**src/common/cache_pkg.sv**
```systemverilog
// shared types for the snowball cache
// address fields, cache tag and array depths
// CPU request and response structs
// memory job and completion structs
// controller state and backing target enums

package cache_pkg;

  // ----------------------------------------------------------------------
  // address fields
  // ----------------------------------------------------------------------
  typedef logic [31:0] word_t;     // data word and address
  typedef logic [7:0]  idx_t;      // cache index, addr[7:0]
  typedef logic [7:0]  tlb_idx_t;  // tlb index, addr[15:8]
  typedef logic [15:0] page_t;     // page, addr[31:16]
  typedef logic [23:0] ctag_t;     // physical page + tlb index field

  localparam int CACHE_DEPTH = 2 ** $bits(idx_t);
  localparam int TLB_DEPTH   = 2 ** $bits(tlb_idx_t);

  localparam logic [1:0] DMA_SEL = 2'b11;  // phys[31:30] for the dma port

  // ----------------------------------------------------------------------
  // CPU side
  // ----------------------------------------------------------------------
  typedef struct packed {
    logic  valid;       // one-cycle strobe
    logic  we;
    logic  tlb_we;      // write a tlb entry from wdata
    logic  force_miss;  // read around the cache
    word_t addr;
    word_t wdata;
  } cpu_req_t;

  typedef struct packed {
    logic  rd_valid;
    word_t rdata;
    logic  fault;
  } cpu_rsp_t;

  // ----------------------------------------------------------------------
  // controller to memory port
  // ----------------------------------------------------------------------
  typedef struct packed {
    logic  valid;   // level, held until done
    logic  we;
    logic  refill;  // read both words of the pair
    word_t addr;    // physical
    word_t wdata;
  } mem_op_t;

  typedef struct packed {
    logic  done;        // one-cycle pulse
    word_t first_data;  // requested word
    word_t pair_data;   // partner word of a refill
  } mem_done_t;

  typedef enum logic [1:0] {
    IDLE,
    LOOKUP,
    WAIT_MEM,
    RESPOND
  } ctrl_state_e;

  typedef enum logic {
    TGT_MEM,
    TGT_DMA
  } target_e;

endpackage
```
**src/design/mem_port.sv**
```systemverilog
// backing-side port of the cache
// target select from physical address bits 31:30
// four-phase req/ack engine shared by memory and DMA
// second transfer for the pair partner on a refill

`timescale 1ns/1ps

module mem_port import cache_pkg::*; (
  input  logic      CPU_CLK,
  input  logic      RST,
  input  mem_op_t   mem_op,
  output mem_done_t mem_done,
  output logic      mem_req,
  output logic      mem_we,
  output word_t     mem_addr,
  output word_t     mem_wdata,
  input  logic      mem_ack,
  input  word_t     mem_rdata,
  output logic      dma_req,
  output logic      dma_we,
  input  logic      dma_ack,
  input  word_t     dma_rdata
);

  typedef enum logic [1:0] {
    P_IDLE,
    P_REQ,   // req high, waiting for ack
    P_REL,   // req low, waiting for ack to drop
    P_DONE
  } port_state_e;

  port_state_e pstate;
  target_e     tgt_q;
  logic        req_q;
  logic        second_q;
  logic        we_q;
  logic        refill_q;
  logic        ack;
  logic        start;
  logic        next_word;
  word_t       rdata;
  word_t       first_q;
  word_t       pair_q;

  assign ack   = (tgt_q == TGT_DMA) ? dma_ack : mem_ack;
  assign rdata = (tgt_q == TGT_DMA) ? dma_rdata : mem_rdata;

  assign start     = (pstate == P_IDLE) && mem_op.valid;
  assign next_word = (pstate == P_REL) && !ack && refill_q && !second_q;

  assign mem_req = req_q && (tgt_q == TGT_MEM);
  assign dma_req = req_q && (tgt_q == TGT_DMA);
  assign mem_we  = mem_req && we_q;
  assign dma_we  = dma_req && we_q;

  assign mem_done = '{done: (pstate == P_DONE), first_data: first_q, pair_data: pair_q};

  // ----------------------------------------------------------------------
  // handshake sequencing
  // ----------------------------------------------------------------------
  always_ff @(posedge CPU_CLK)
  begin
    if (!RST)
    begin
      pstate   <= P_IDLE;
      req_q    <= 1'b0;
      second_q <= 1'b0;
    end
    else
    begin
      case (pstate)
        P_IDLE:
          if (start)
          begin
            req_q    <= 1'b1;
            second_q <= 1'b0;
            pstate   <= P_REQ;
          end
        P_REQ:
          if (ack)
          begin
            req_q  <= 1'b0;
            pstate <= P_REL;
          end
        P_REL:
          if (next_word)
          begin
            req_q    <= 1'b1;   // partner word right away
            second_q <= 1'b1;
            pstate   <= P_REQ;
          end
          else if (!ack)
            pstate <= P_DONE;
        default:
          pstate <= P_IDLE;     // done pulse lasts one cycle
      endcase
    end
  end

  always_ff @(posedge CPU_CLK)
  begin
    if (start)
    begin
      tgt_q     <= (mem_op.addr[31:30] == DMA_SEL) ? TGT_DMA : TGT_MEM;
      we_q      <= mem_op.we;
      refill_q  <= mem_op.refill;
      mem_addr  <= mem_op.addr;
      mem_wdata <= mem_op.wdata;
    end
    else if (next_word)
      mem_addr[0] <= ~mem_addr[0];  // pair partner
    if ((pstate == P_REQ) && ack)
    begin
      if (second_q)
        pair_q <= rdata;
      else
        first_q <= rdata;
    end
  end

  a_req_after_ack: assert property (@(posedge CPU_CLK) disable iff (!RST)
    $rose(req_q) |-> !ack)
    else $error("request raised while the previous ack is still high");

endmodule

```
**config.mk**
```make
export PLATFORM = sky130hd
export DESIGN_NAME = mem_port
export DESIGN_NICKNAME = d
export VERILOG_FILES = /design/src/common/cache_pkg.sv /design/src/design/mem_port.sv
export SDC_FILE = /design/constraint.sdc
export NUM_CORES = 1
export LEC_CHECK = 0
export BUFFER_PORTS_ARGS = -buffer_cell sky130_fd_sc_hd__buf_2
export CAP_MARGIN = 20
export CORE_MARGIN = 8
export CORE_UTILIZATION = 47
export DETAILED_ROUTE_END_ITERATION = 8
export GPL_ROUTABILITY_DRIVEN = 0
export HOLD_SLACK_MARGIN = 0.12
export PLACE_DENSITY = 0.89
export SETUP_SLACK_MARGIN = 0.2
export SLEW_MARGIN = 20
export SYNTH_ARGS = -nofsm -noshare
export SYNTH_HDL_FRONTEND = slang
export SYNTH_SLANG_ARGS = --single-unit
```
**constraint.sdc**
```tcl
create_clock -name CPU_CLK -period 10.67 [get_ports CPU_CLK]
set_input_delay 2.134 -clock CPU_CLK [delete_from_list [all_inputs] [get_ports CPU_CLK]]
set_output_delay 2.134 -clock CPU_CLK [all_outputs]
set_load 0.005 [all_outputs]
```
==> out/results.tsv <==
metric	value	unit
Ports	268	
DRT antenna net count	0	
CTS tree	yes	
clock latency on the worst-skew pair	0.50	ns
Seq/Total Area, Yosys	87.4	%
critical path class	reg -> out	
antenna violations before repair	1	
total negative slack	0	ns
Slew HR	57.1	%
Post-Synth Adder-Cell Area	0	%
CTS Root Cell	clkbuf_8	
first-pass GRT wire length	18700	microns
PostCTS Resize Cnt	0	
DRT iter0 DRCs	130	
TritonRoute pass-1 iters	4	
area leader, netlist	edfxtp_1	
layout cell share with drive strength beyond 1	67.9	%
Die W	115	microns
post-CTS setup buffer count	0	
synth warn	0	
syn nets	337	
total number of vias	3026	
Filler cells	626	
mux contribution to synthesized area	8.33	%
CTS sink cnt	135	
post-synthesis compound-gate area fraction	0.980	%
Cells after Synth	202	
outcome	completed	
Tot GR Track Use	19.3	%
final hold violations	0	
Max FO, Critical Path	37	
sequential share of power	47.4	%
XOR/XNOR share of the synthesized area	0	%
Yosys cell types	21	
Combinational Power Share	8.2	%
clock power share	44.4	%
main combinational cell family by area after synthesis	multiplexers	
leakage power	0.00284	uW
Max Clk Rate	270	MHz
Yosys top cell area share	85.6	%
CTS clk-pin slew, worst paths	0.06	ns
final setup fails	0	
DR vias/cell	4.77	
H-tree depth	4	
Hold Buf Count CTS	0	
Area Overhead vs Synth	46.5	%
Core Util, Final	69.8	%
total of max-cap violations	0	
sequential cell area	0.00401	sq mm
P_sw	282	uW
pin count of the biggest net entering global routing	55	
CP required	8.54	ns
DP Worst Slack	6.77	ns
hpwl dp	9690	microns
Post-Syn Area	0.00459	sq mm
final worst path period share	34.7	%
setup ws final	6.96	ns
Rows	36	
min Tclk post-route	3.71	ns
Final #Nets	623	
Initial Utilization	47.7	%
# diodes	0	
mean routed wirelength per cell	20.2	microns
top area cells in the synthesized netlist	edfxtp_1 (86%), mux2_2 (7.8%), dfxtp_1 (1.7%), mux2i_4 (0.49%), nand2_1 (0.49%)	
min-delay worst type	reg -> reg	
Die Span Y	115	microns
Crit path arrival time	1.57	ns
RSZ-0062 raised after global routing	false	
actual slew at the worst max-slew pin	0.643	ns
Tot Pwr	1340	uW
IO Port Bufs	267	
clock skew	0.00584	ns
FF+latch count, synth	135	
Clock Path Buffers	2	
final slew viol count	0	
syn_area_per_cell	22.7	sq um
Num CTS Buffers	17	
internal power	1060	uW
DRC viols	0	
vias in the first global route	3438	
Net Sw Frac	21.0	%
Die ar.	0.0132	sq mm
grt ovf	0	
multi-input logic area	553	sq um
DRT Wirelength	12800	microns
peak supply drop	0.126	mV
core area	0.00964	sq mm
CP Capture Type	output pin	
CP Launch Type	flip-flop	
Cell Pwr Density	199	mW/mm^2
simple-gate share of the synthesized area	2.51	%
[cell families after synthesis]
group | Yosys count
buffers and inverters | 7
AO/OA/AOI/OAI | 7
multiplexers | 33
AND/OR/NAND/NOR | 20
flip-flops | 135
[cell type report]
type	instances	area share (%)
Multi-Input combinational cell	60	8.22
Timing Repair Buffer	271	20.3
Sequential cell	135	59.7
Tap cell	133	2.47
Inverter	3	0.167
Clock buffer	18	6.21
Clock inverter	14	2.98
[layer usage]
metal	track usage (%)	vias to the layer above	part of all wire (%)
li1	-	1378	-
met1	16.3	1431	31
met2	35.8	201	54
met3	11.6	14	14
met4	6.92	2	0.98
met5	0	-	0.094
[layout by cell type, fill, tap and decap left out, types with 2 or more instances in the layout]
cell / synthesis / routed
a21oi_1: 4 / 4
clkinvlp_4: 0 / 3
nor2b_1: 2 / 2
inv_1: 3 / 2
bufinv_16: 0 / 4
clkbuf_16: 0 / 16
edfxtp_1: 131 / 131
buf_4: 0 / 4
nor2_1: 2 / 2
clkinv_4: 0 / 4
nand2_1: 6 / 6
buf_2: 3 / 267
dfxtp_1: 4 / 4
and2_1: 3 / 3
inv_6: 0 / 2
mux2_2: 32 / 32
[power by group through the flow]
stage	clock (uW)	sequential, uW	combinational [uW]
final	596	636	110
after global routing	632	639	119
after floorplan	0	651	39.1
after CTS	609	636	113
after global placement	0	644	107
after detailed placement	0	646	112
[registers in the layout (all words and copies together) (netlist names)]
name,cells
first_q,32
mem_addr,32
mem_wdata,32
pair_q,32
pstate,2
refill_q,1
req_q,1
second_q,1
tgt_q,1
we_q,1
[cells in the mapped netlist, drive strengths merged]
| cell | number |
|---|---|
| edfxtp | 131 |
| mux2 | 32 |
| nand2 | 6 |
| a21oi | 4 |
| buf | 4 |
| dfxtp | 4 |
| and2 | 3 |
| inv | 3 |
| nor2 | 2 |
| nor2b | 2 |
| nor3 | 2 |
| a221oi | 1 |
| a31oi | 1 |
| a41o | 1 |
| and3 | 1 |
| mux2i | 1 |
| nand2b | 1 |
| nand4 | 1 |
| nor3b | 1 |
| or3b | 1 |
[worst paths after layout]
kind	endpoint	startpoint	slack, ns	cells past startpoint
max	dma_we	tgt_q	6.96	3
min	pstate[0]	pstate[0]	0.54	2
max reg2reg	mem_addr[6]	pstate[1]	8.60	3
min reg2reg	pstate[0]	pstate[0]	0.54	2
[metrics by stage]
step | instance area [sq um] | hold WS, ns | cells
after floorplan | 4590 | 0.459 | 202
after global placement | 6110 | 0.505 | 602
after detailed placement | 6110 | 0.530 | 602
after CTS | 6730 | 0.540 | 634
after global routing | 6730 | 0.562 | 634
final | 6730 | 0.536 | 634
[worst max-delay path, cell delays in order, from the launching register on]
cell and delay (ns):
edfxtp_1 0.32, buf_4 0.42, and3_1 0.22, buf_2 0.11
Note: power is estimated with default switching activity, not from simulation.
