--- src/common/cache_pkg.sv ---
// shared types for the snowball cache
// address fields, cache tag and array depths
// CPU request and response structs
// memory job and completion structs
// controller state and backing target enums

package cache_pkg;

  // ----------------------------------------------------------------------
  // address fields
  // ----------------------------------------------------------------------
  typedef logic [31:0] word_t;     // data word and address
  typedef logic [7:0]  idx_t;      // cache index, addr[7:0]
  typedef logic [7:0]  tlb_idx_t;  // tlb index, addr[15:8]
  typedef logic [15:0] page_t;     // page, addr[31:16]
  typedef logic [23:0] ctag_t;     // physical page + tlb index field

  localparam int CACHE_DEPTH = 2 ** $bits(idx_t);
  localparam int TLB_DEPTH   = 2 ** $bits(tlb_idx_t);

  localparam logic [1:0] DMA_SEL = 2'b11;  // phys[31:30] for the dma port

  // ----------------------------------------------------------------------
  // CPU side
  // ----------------------------------------------------------------------
  typedef struct packed {
    logic  valid;       // one-cycle strobe
    logic  we;
    logic  tlb_we;      // write a tlb entry from wdata
    logic  force_miss;  // read around the cache
    word_t addr;
    word_t wdata;
  } cpu_req_t;

  typedef struct packed {
    logic  rd_valid;
    word_t rdata;
    logic  fault;
  } cpu_rsp_t;

  // ----------------------------------------------------------------------
  // controller to memory port
  // ----------------------------------------------------------------------
  typedef struct packed {
    logic  valid;   // level, held until done
    logic  we;
    logic  refill;  // read both words of the pair
    word_t addr;    // physical
    word_t wdata;
  } mem_op_t;

  typedef struct packed {
    logic  done;        // one-cycle pulse
    word_t first_data;  // requested word
    word_t pair_data;   // partner word of a refill
  } mem_done_t;

  typedef enum logic [1:0] {
    IDLE,
    LOOKUP,
    WAIT_MEM,
    RESPOND
  } ctrl_state_e;

  typedef enum logic {
    TGT_MEM,
    TGT_DMA
  } target_e;

endpackage
--- src/cache/cache_ctrl.sv ---
// cache controller
// request capture, translated tag compare and hit test
// response register and busy generation
// miss / write-through job sequencing and pair write-back into the store

`timescale 1ns/1ps

module cache_ctrl import cache_pkg::*; #(
  parameter bit TLB_EN_DEFAULT = 1'b0
) (
  input  logic      CPU_CLK,
  input  logic      RST,
  input  cpu_req_t  cpu_req,
  input  logic      vmem_act,
  output cpu_rsp_t  cpu_rsp,
  output logic      busy,
  output idx_t      st_rd_idx,
  input  ctag_t     st_rd_tag,
  input  word_t     st_rd_data,
  input  logic      st_rd_valid,
  output logic      st_wr_en,
  output idx_t      st_wr_idx,
  output ctag_t     st_wr_tag,
  output word_t     st_wr_data,
  output tlb_idx_t  tlb_lk_idx,
  output page_t     tlb_lk_vpage,
  output logic      tlb_vmem,
  input  page_t     tlb_phys_page,
  input  logic      tlb_fault,
  output logic      tlb_wr_en,
  output tlb_idx_t  tlb_wr_idx,
  output word_t     tlb_wr_entry,
  output mem_op_t   mem_op,
  input  mem_done_t mem_done
);

  ctrl_state_e state;
  ctrl_state_e state_nxt;
  cpu_req_t    req_q;
  mem_op_t     op_q;
  logic        op_valid_q;
  logic        vmem;
  logic        rsp_valid_q;
  logic        rsp_fault_q;
  word_t       rsp_data_q;
  word_t       pair_q;
  word_t       phys_addr;
  logic        hit;
  logic        need_mem;
  logic        accept;

  // ----------------------------------------------------------------------
  // lookup side, arrays are addressed straight from the request
  // ----------------------------------------------------------------------
  assign st_rd_idx    = cpu_req.addr[7:0];
  assign tlb_lk_idx   = cpu_req.addr[15:8];
  assign tlb_lk_vpage = req_q.addr[31:16];
  assign tlb_vmem     = vmem;

  assign tlb_wr_en    = cpu_req.valid && cpu_req.tlb_we && !busy;  // no busy for tlb writes
  assign tlb_wr_idx   = cpu_req.addr[15:8];
  assign tlb_wr_entry = cpu_req.wdata;

  assign phys_addr = {tlb_phys_page, req_q.addr[15:0]};
  assign hit       = st_rd_valid && (st_rd_tag == phys_addr[31:8]);
  assign need_mem  = !tlb_fault && (req_q.we || req_q.force_miss || !hit);

  assign busy   = ((state == LOOKUP) && need_mem) || (state == WAIT_MEM);
  assign accept = cpu_req.valid && !cpu_req.tlb_we && !busy;

  assign cpu_rsp = '{rd_valid: rsp_valid_q, rdata: rsp_data_q, fault: rsp_fault_q};
  assign mem_op  = '{valid: op_valid_q, we: op_q.we, refill: op_q.refill,
                     addr: op_q.addr, wdata: op_q.wdata};

  always_comb
  begin
    state_nxt = state;
    case (state)
      IDLE:
        if (accept)
          state_nxt = LOOKUP;
      LOOKUP:
        if (need_mem)
          state_nxt = WAIT_MEM;
        else if (!accept)
          state_nxt = IDLE;     // hits may chain back to back
      WAIT_MEM:
        if (mem_done.done)
          state_nxt = RESPOND;
      RESPOND:
        state_nxt = accept ? LOOKUP : IDLE;
      default:
        state_nxt = IDLE;
    endcase
  end

  always_ff @(posedge CPU_CLK)
  begin
    if (!RST)
    begin
      state       <= IDLE;
      vmem        <= TLB_EN_DEFAULT;
      rsp_valid_q <= 1'b0;
      rsp_fault_q <= 1'b0;
      op_valid_q  <= 1'b0;
    end
    else
    begin
      state       <= state_nxt;
      vmem        <= vmem_act;
      rsp_valid_q <= ((state == LOOKUP) && !need_mem) ||
                     ((state == WAIT_MEM) && mem_done.done && !op_q.we);
      rsp_fault_q <= (state == LOOKUP) && tlb_fault;
      if ((state == LOOKUP) && need_mem)
        op_valid_q <= 1'b1;
      else if (mem_done.done)
        op_valid_q <= 1'b0;
    end
  end

  always_ff @(posedge CPU_CLK)
  begin
    if (accept)
      req_q <= cpu_req;
    if ((state == LOOKUP) && need_mem)
    begin
      op_q.we     <= req_q.we;
      op_q.refill <= !req_q.we;  // every read miss pulls the pair
      op_q.addr   <= phys_addr;
      op_q.wdata  <= req_q.wdata;
    end
    if (state == LOOKUP)
      rsp_data_q <= tlb_fault ? '0 : st_rd_data;
    else if ((state == WAIT_MEM) && mem_done.done)
    begin
      rsp_data_q <= mem_done.first_data;
      pair_q     <= mem_done.pair_data;
    end
  end

  // ----------------------------------------------------------------------
  // store update, requested word on done and partner word one cycle later
  // ----------------------------------------------------------------------
  always_comb
  begin
    st_wr_en   = 1'b0;
    st_wr_idx  = op_q.addr[7:0];
    st_wr_tag  = op_q.addr[31:8];
    st_wr_data = op_q.we ? op_q.wdata : mem_done.first_data;
    if ((state == WAIT_MEM) && mem_done.done)
      st_wr_en = 1'b1;
    else if ((state == RESPOND) && op_q.refill)
    begin
      st_wr_en   = 1'b1;
      st_wr_idx  = {op_q.addr[7:1], ~op_q.addr[0]};
      st_wr_data = pair_q;
    end
  end

  a_no_req_busy: assert property (@(posedge CPU_CLK) disable iff (!RST)
    cpu_req.valid |-> !busy)
    else $error("CPU request offered while cache busy");

  a_op_stable: assert property (@(posedge CPU_CLK) disable iff (!RST)
    mem_op.valid && !mem_done.done |=> mem_op.valid && $stable(mem_op))
    else $error("memory job changed before done");

endmodule

--- config.mk ---
export PLATFORM = sky130hd
export DESIGN_NAME = cache_ctrl
export DESIGN_NICKNAME = d
export VERILOG_FILES = /design/src/common/cache_pkg.sv /design/src/cache/cache_ctrl.sv
export SDC_FILE = /design/constraint.sdc
export NUM_CORES = 1
export LEC_CHECK = 0
export BUFFER_PORTS_ARGS = -buffer_cell sky130_fd_sc_hd__buf_4
export CAP_MARGIN = 25
export CORE_AREA = 2 2 175 177
export CTS_CLUSTER_SIZE = 16
export DETAILED_ROUTE_END_ITERATION = 7
export DIE_AREA = 0 0 177 179
export MAX_ROUTING_LAYER = met4
export PLACE_DENSITY_LB_ADDON = 0.05
export SKIP_LAST_GASP = 1
export SYNTH_ARGS = -nofsm -noshare
export SYNTH_HDL_FRONTEND = slang
export SYNTH_SLANG_ARGS = --single-unit
--- constraint.sdc ---
create_clock -name CPU_CLK -period 6.1 [get_ports CPU_CLK]
set_input_delay 0.915 -clock CPU_CLK [delete_from_list [all_inputs] [get_ports CPU_CLK]]
set_output_delay 0.915 -clock CPU_CLK [all_outputs]
set_load 0.02 [all_outputs]
==> impl_metrics.csv <==
group,metric,value,unit
logic_synthesis,synth_flop_cell,"edfxtp_1",
worst_setup_path,worst_ep_required_time,5180,ps
logic_synthesis,synth_most_common_cell,"edfxtp_1",
cts,cts_tree,"yes",
cts,cts_hold_buf,0,
routing,ant_nets,0,
logic_synthesis,synth.distinct_cells,30,
place,dp_cells,1313,
logic_synthesis,syn_nets,801,
cts,clkTransAtPathRegs,60,ps
sta,finalMaxSlewViolations,0,
worst_setup_path,crit_slowest_cell,"nor4_2",
worst_setup_path,cp-end-kind,"primary output",
logic_synthesis,mappedNetlistArea,8459,µm²
floorplan,fp-row-count,64,
logic_synthesis,synth_seq_cells,202,
routing,drt-pass1-iter-count,4,
sta,hold_viol,0,
power_and_ir_drop,p_per_area,277.4,nW/µm²
worst_setup_path,crit_arrival,2500,ps
global_route,first_global_vias,5734,
floorplan,fp.dieW,177,µm
min_path,min_path_type,"reg2reg",
power_and_ir_drop,p_leak,0.005057,µW
sta,slew_headroom,0.3587,
cts,clock_path_buffers,3,
run_status,outcome,"finished clean",
place,gp_congestion,0.7655,
logic_synthesis,ys_warn_count,0,
logic_synthesis,synthTopCellsByCount,"edfxtp_1, buf_4, nand2_1",
worst_setup_path,cp_common_cell,"buf_4",
sta,worst-slew-pin-transition,958.6,ps
routing,route.detailed.drc,0,
cts,ctsResizeCount,0,
sta,rsz0062_at_grt,"false",
sta,skew,8.068,ps
cells_and_area,diodes,0,
cells_and_area,post-route-util,0.4091,
logic_synthesis,async_flop_share,0,
sta,final.setup.tns,0,ps
cts,cts.sinks,202,
cts,h-tree-depth,1,
floorplan,io_pins,451,
cts,worstSkewPairLatency,510,ps
job,drv_cap,0,
routing,drt_wl_total,25.77,mm
global_route,grt_usage,0.1572,
power_and_ir_drop,irDropWorstVdd,0.1951,mV
logic_synthesis,synth_enable_flop_cells,196,
floorplan,core_area,30030,µm²
routing,first_iter_violations,208,
worst_setup_path,worstSetupPathType,"in2out",
routing,vias,5674,
floorplan,chipHeight,179,µm
logic_synthesis,ys_top_cells_by_area,"edfxtp_1, buf_4, o21ai_0",
sta,min_period,3419,ps
place,io_buffers,450,
logic_synthesis,syn_area_per_cell,14.31,µm²
worst_setup_path,cp_max_fo,7,
logic_synthesis,synth_top_cell_by_area,"edfxtp_1",
routing,viasPerCell,4.181,
worst_setup_path,path_cells,"buf_4 -> xnor2_1 -> nand4_1 -> nor4_2 -> and3_1 -> o31a_2 -> buf_4",
worst_setup_path,startpoint_type,"input port",
logic_synthesis,synth-seq-area-share,0.7100,
cts,cts_buffers,24,
cts,cts_setup_buffers,0,
global_route,antenna_found_initial,0,
sta,min_period_over_period,0.5604,
floorplan,start_util,0.2817,
sta,finalSetupViolCount,0,
cells_and_area,nNetsFinal,1154,
logic_synthesis,netlist.area_leader.share,0.6958,
place,dp.final_hpwl,18.83,mm
sta,max_freq,292.5,MHz
global_route,grt_max_degree,64,
cells_and_area,finalNonFillerCells,1357,
floorplan,design.die.area,31680,µm²
cts,ctsRootBufferMaster,"clkbuf_16",
global_route,grt-ovfl-total,0,
cells_and_area,layout-drive-gt1-share,0.5140,
worst_setup_path,crit_path_max_incr_delay,440,ps
logic_synthesis,syn-instance-count,591,
global_route,grt_pass1_wl,35.65,mm
cells_and_area,area_growth,45.22,%
routing,routedWlPerCell,18.99,µm
## path summary, 6_finish.rpt
kind | startpoint | endpoint | slack, ps | cells after the start
max | tlb_phys_page[6] | tlb_wr_en | 2680 | 7
min | req_q[15]$_DFFE_PP_ | mem_op[15]$_DFFE_PP_ | 410 | 0
max reg2reg | phys_addr[14]$_DFFE_PP_ | req_q[9]$_DFFE_PP_ | 2810 | 6
min reg2reg | req_q[15]$_DFFE_PP_ | mem_op[15]$_DFFE_PP_ | 410 | 0
## layer usage
| metal | share of wire | GRT usage | vias up |
|---|---|---|---|
| met3 | 0.089 | 0.05068 | 31 |
| met1 | 0.38 | 0.1734 | 2680 |
| met2 | 0.52 | 0.2755 | 257 |
| li1 | - | - | 2706 |
| met4 | 0.017 | 0.03753 | 0 |
| met5 | 0 | - | - |
## critical path: cells and delay by family
family	cells	cell delay [ps]
compound gates	1	190
xor+xnor	1	150
simple gates	3	990
buf+inv	2	250
## layout make-up
cell class,count,area (µm²)
Multi-Input combinational cell,256,1560
Fill cell,2899,17740
Clock inverter,15,136.4
Sequential cell,202,6006
Timing Repair Buffer,457,3438
Tap cell,396,495.5
Clock buffer,28,636.9
Inverter,3,11.26
## metrics by stage
stage	setup WS, ps	area [µm²]	hold WS, ps	power (µW)
after floorplan	1571	8464	400.3	1818
after global placement	2205	11500	400.7	2023
after detailed placement	2137	11500	404.5	2025
after CTS	2491	12270	412.9	3468
after global routing	2550	12280	422.0	3543
final	2681	12280	414.5	3408
## cell usage in the layout (no fill, tap or decap), types with 6 or more instances in the layout
cell / instances
nand2b_1: 34
clkbuf_16: 25
mux2i_1: 32
buf_4: 456
nand2_1: 67
edfxtp_1: 196
o21ai_0: 66
nand4_1: 6
clkinv_1: 11
xnor2_1: 24
dfxtp_1: 6
## cell families (layout without fill, tap and decap cells)
logic type             count (synthesis)  count (layout)  synth area share
AO/OA/AOI/OAI                         74              74           0.04630
XOR/XNOR                              25              25           0.02588
buffers and inverters                133             503            0.1078
flip-flops                           202             202            0.7100
multiplexers                          32              32           0.03786
AND/OR/NAND/NOR                      125             125           0.07218
## power by group
part,internal [µW],switching [µW]
Sequential,1580,16.5
Combinational,189,201
Clock,864,556
## state kept, by name (all words and copies together), names as in the netlist, named ones only
register and cells:
phys_addr 16, rsp_data_q 32, tlb_vmem 1, mem_op 66, pair_q 32, tlb_lk_vpage 16, req_q 34, rsp_fault_q 1
rsp_valid_q 1, op_valid_q 1, state 1
Note: power is estimated with default switching activity, not from simulation.
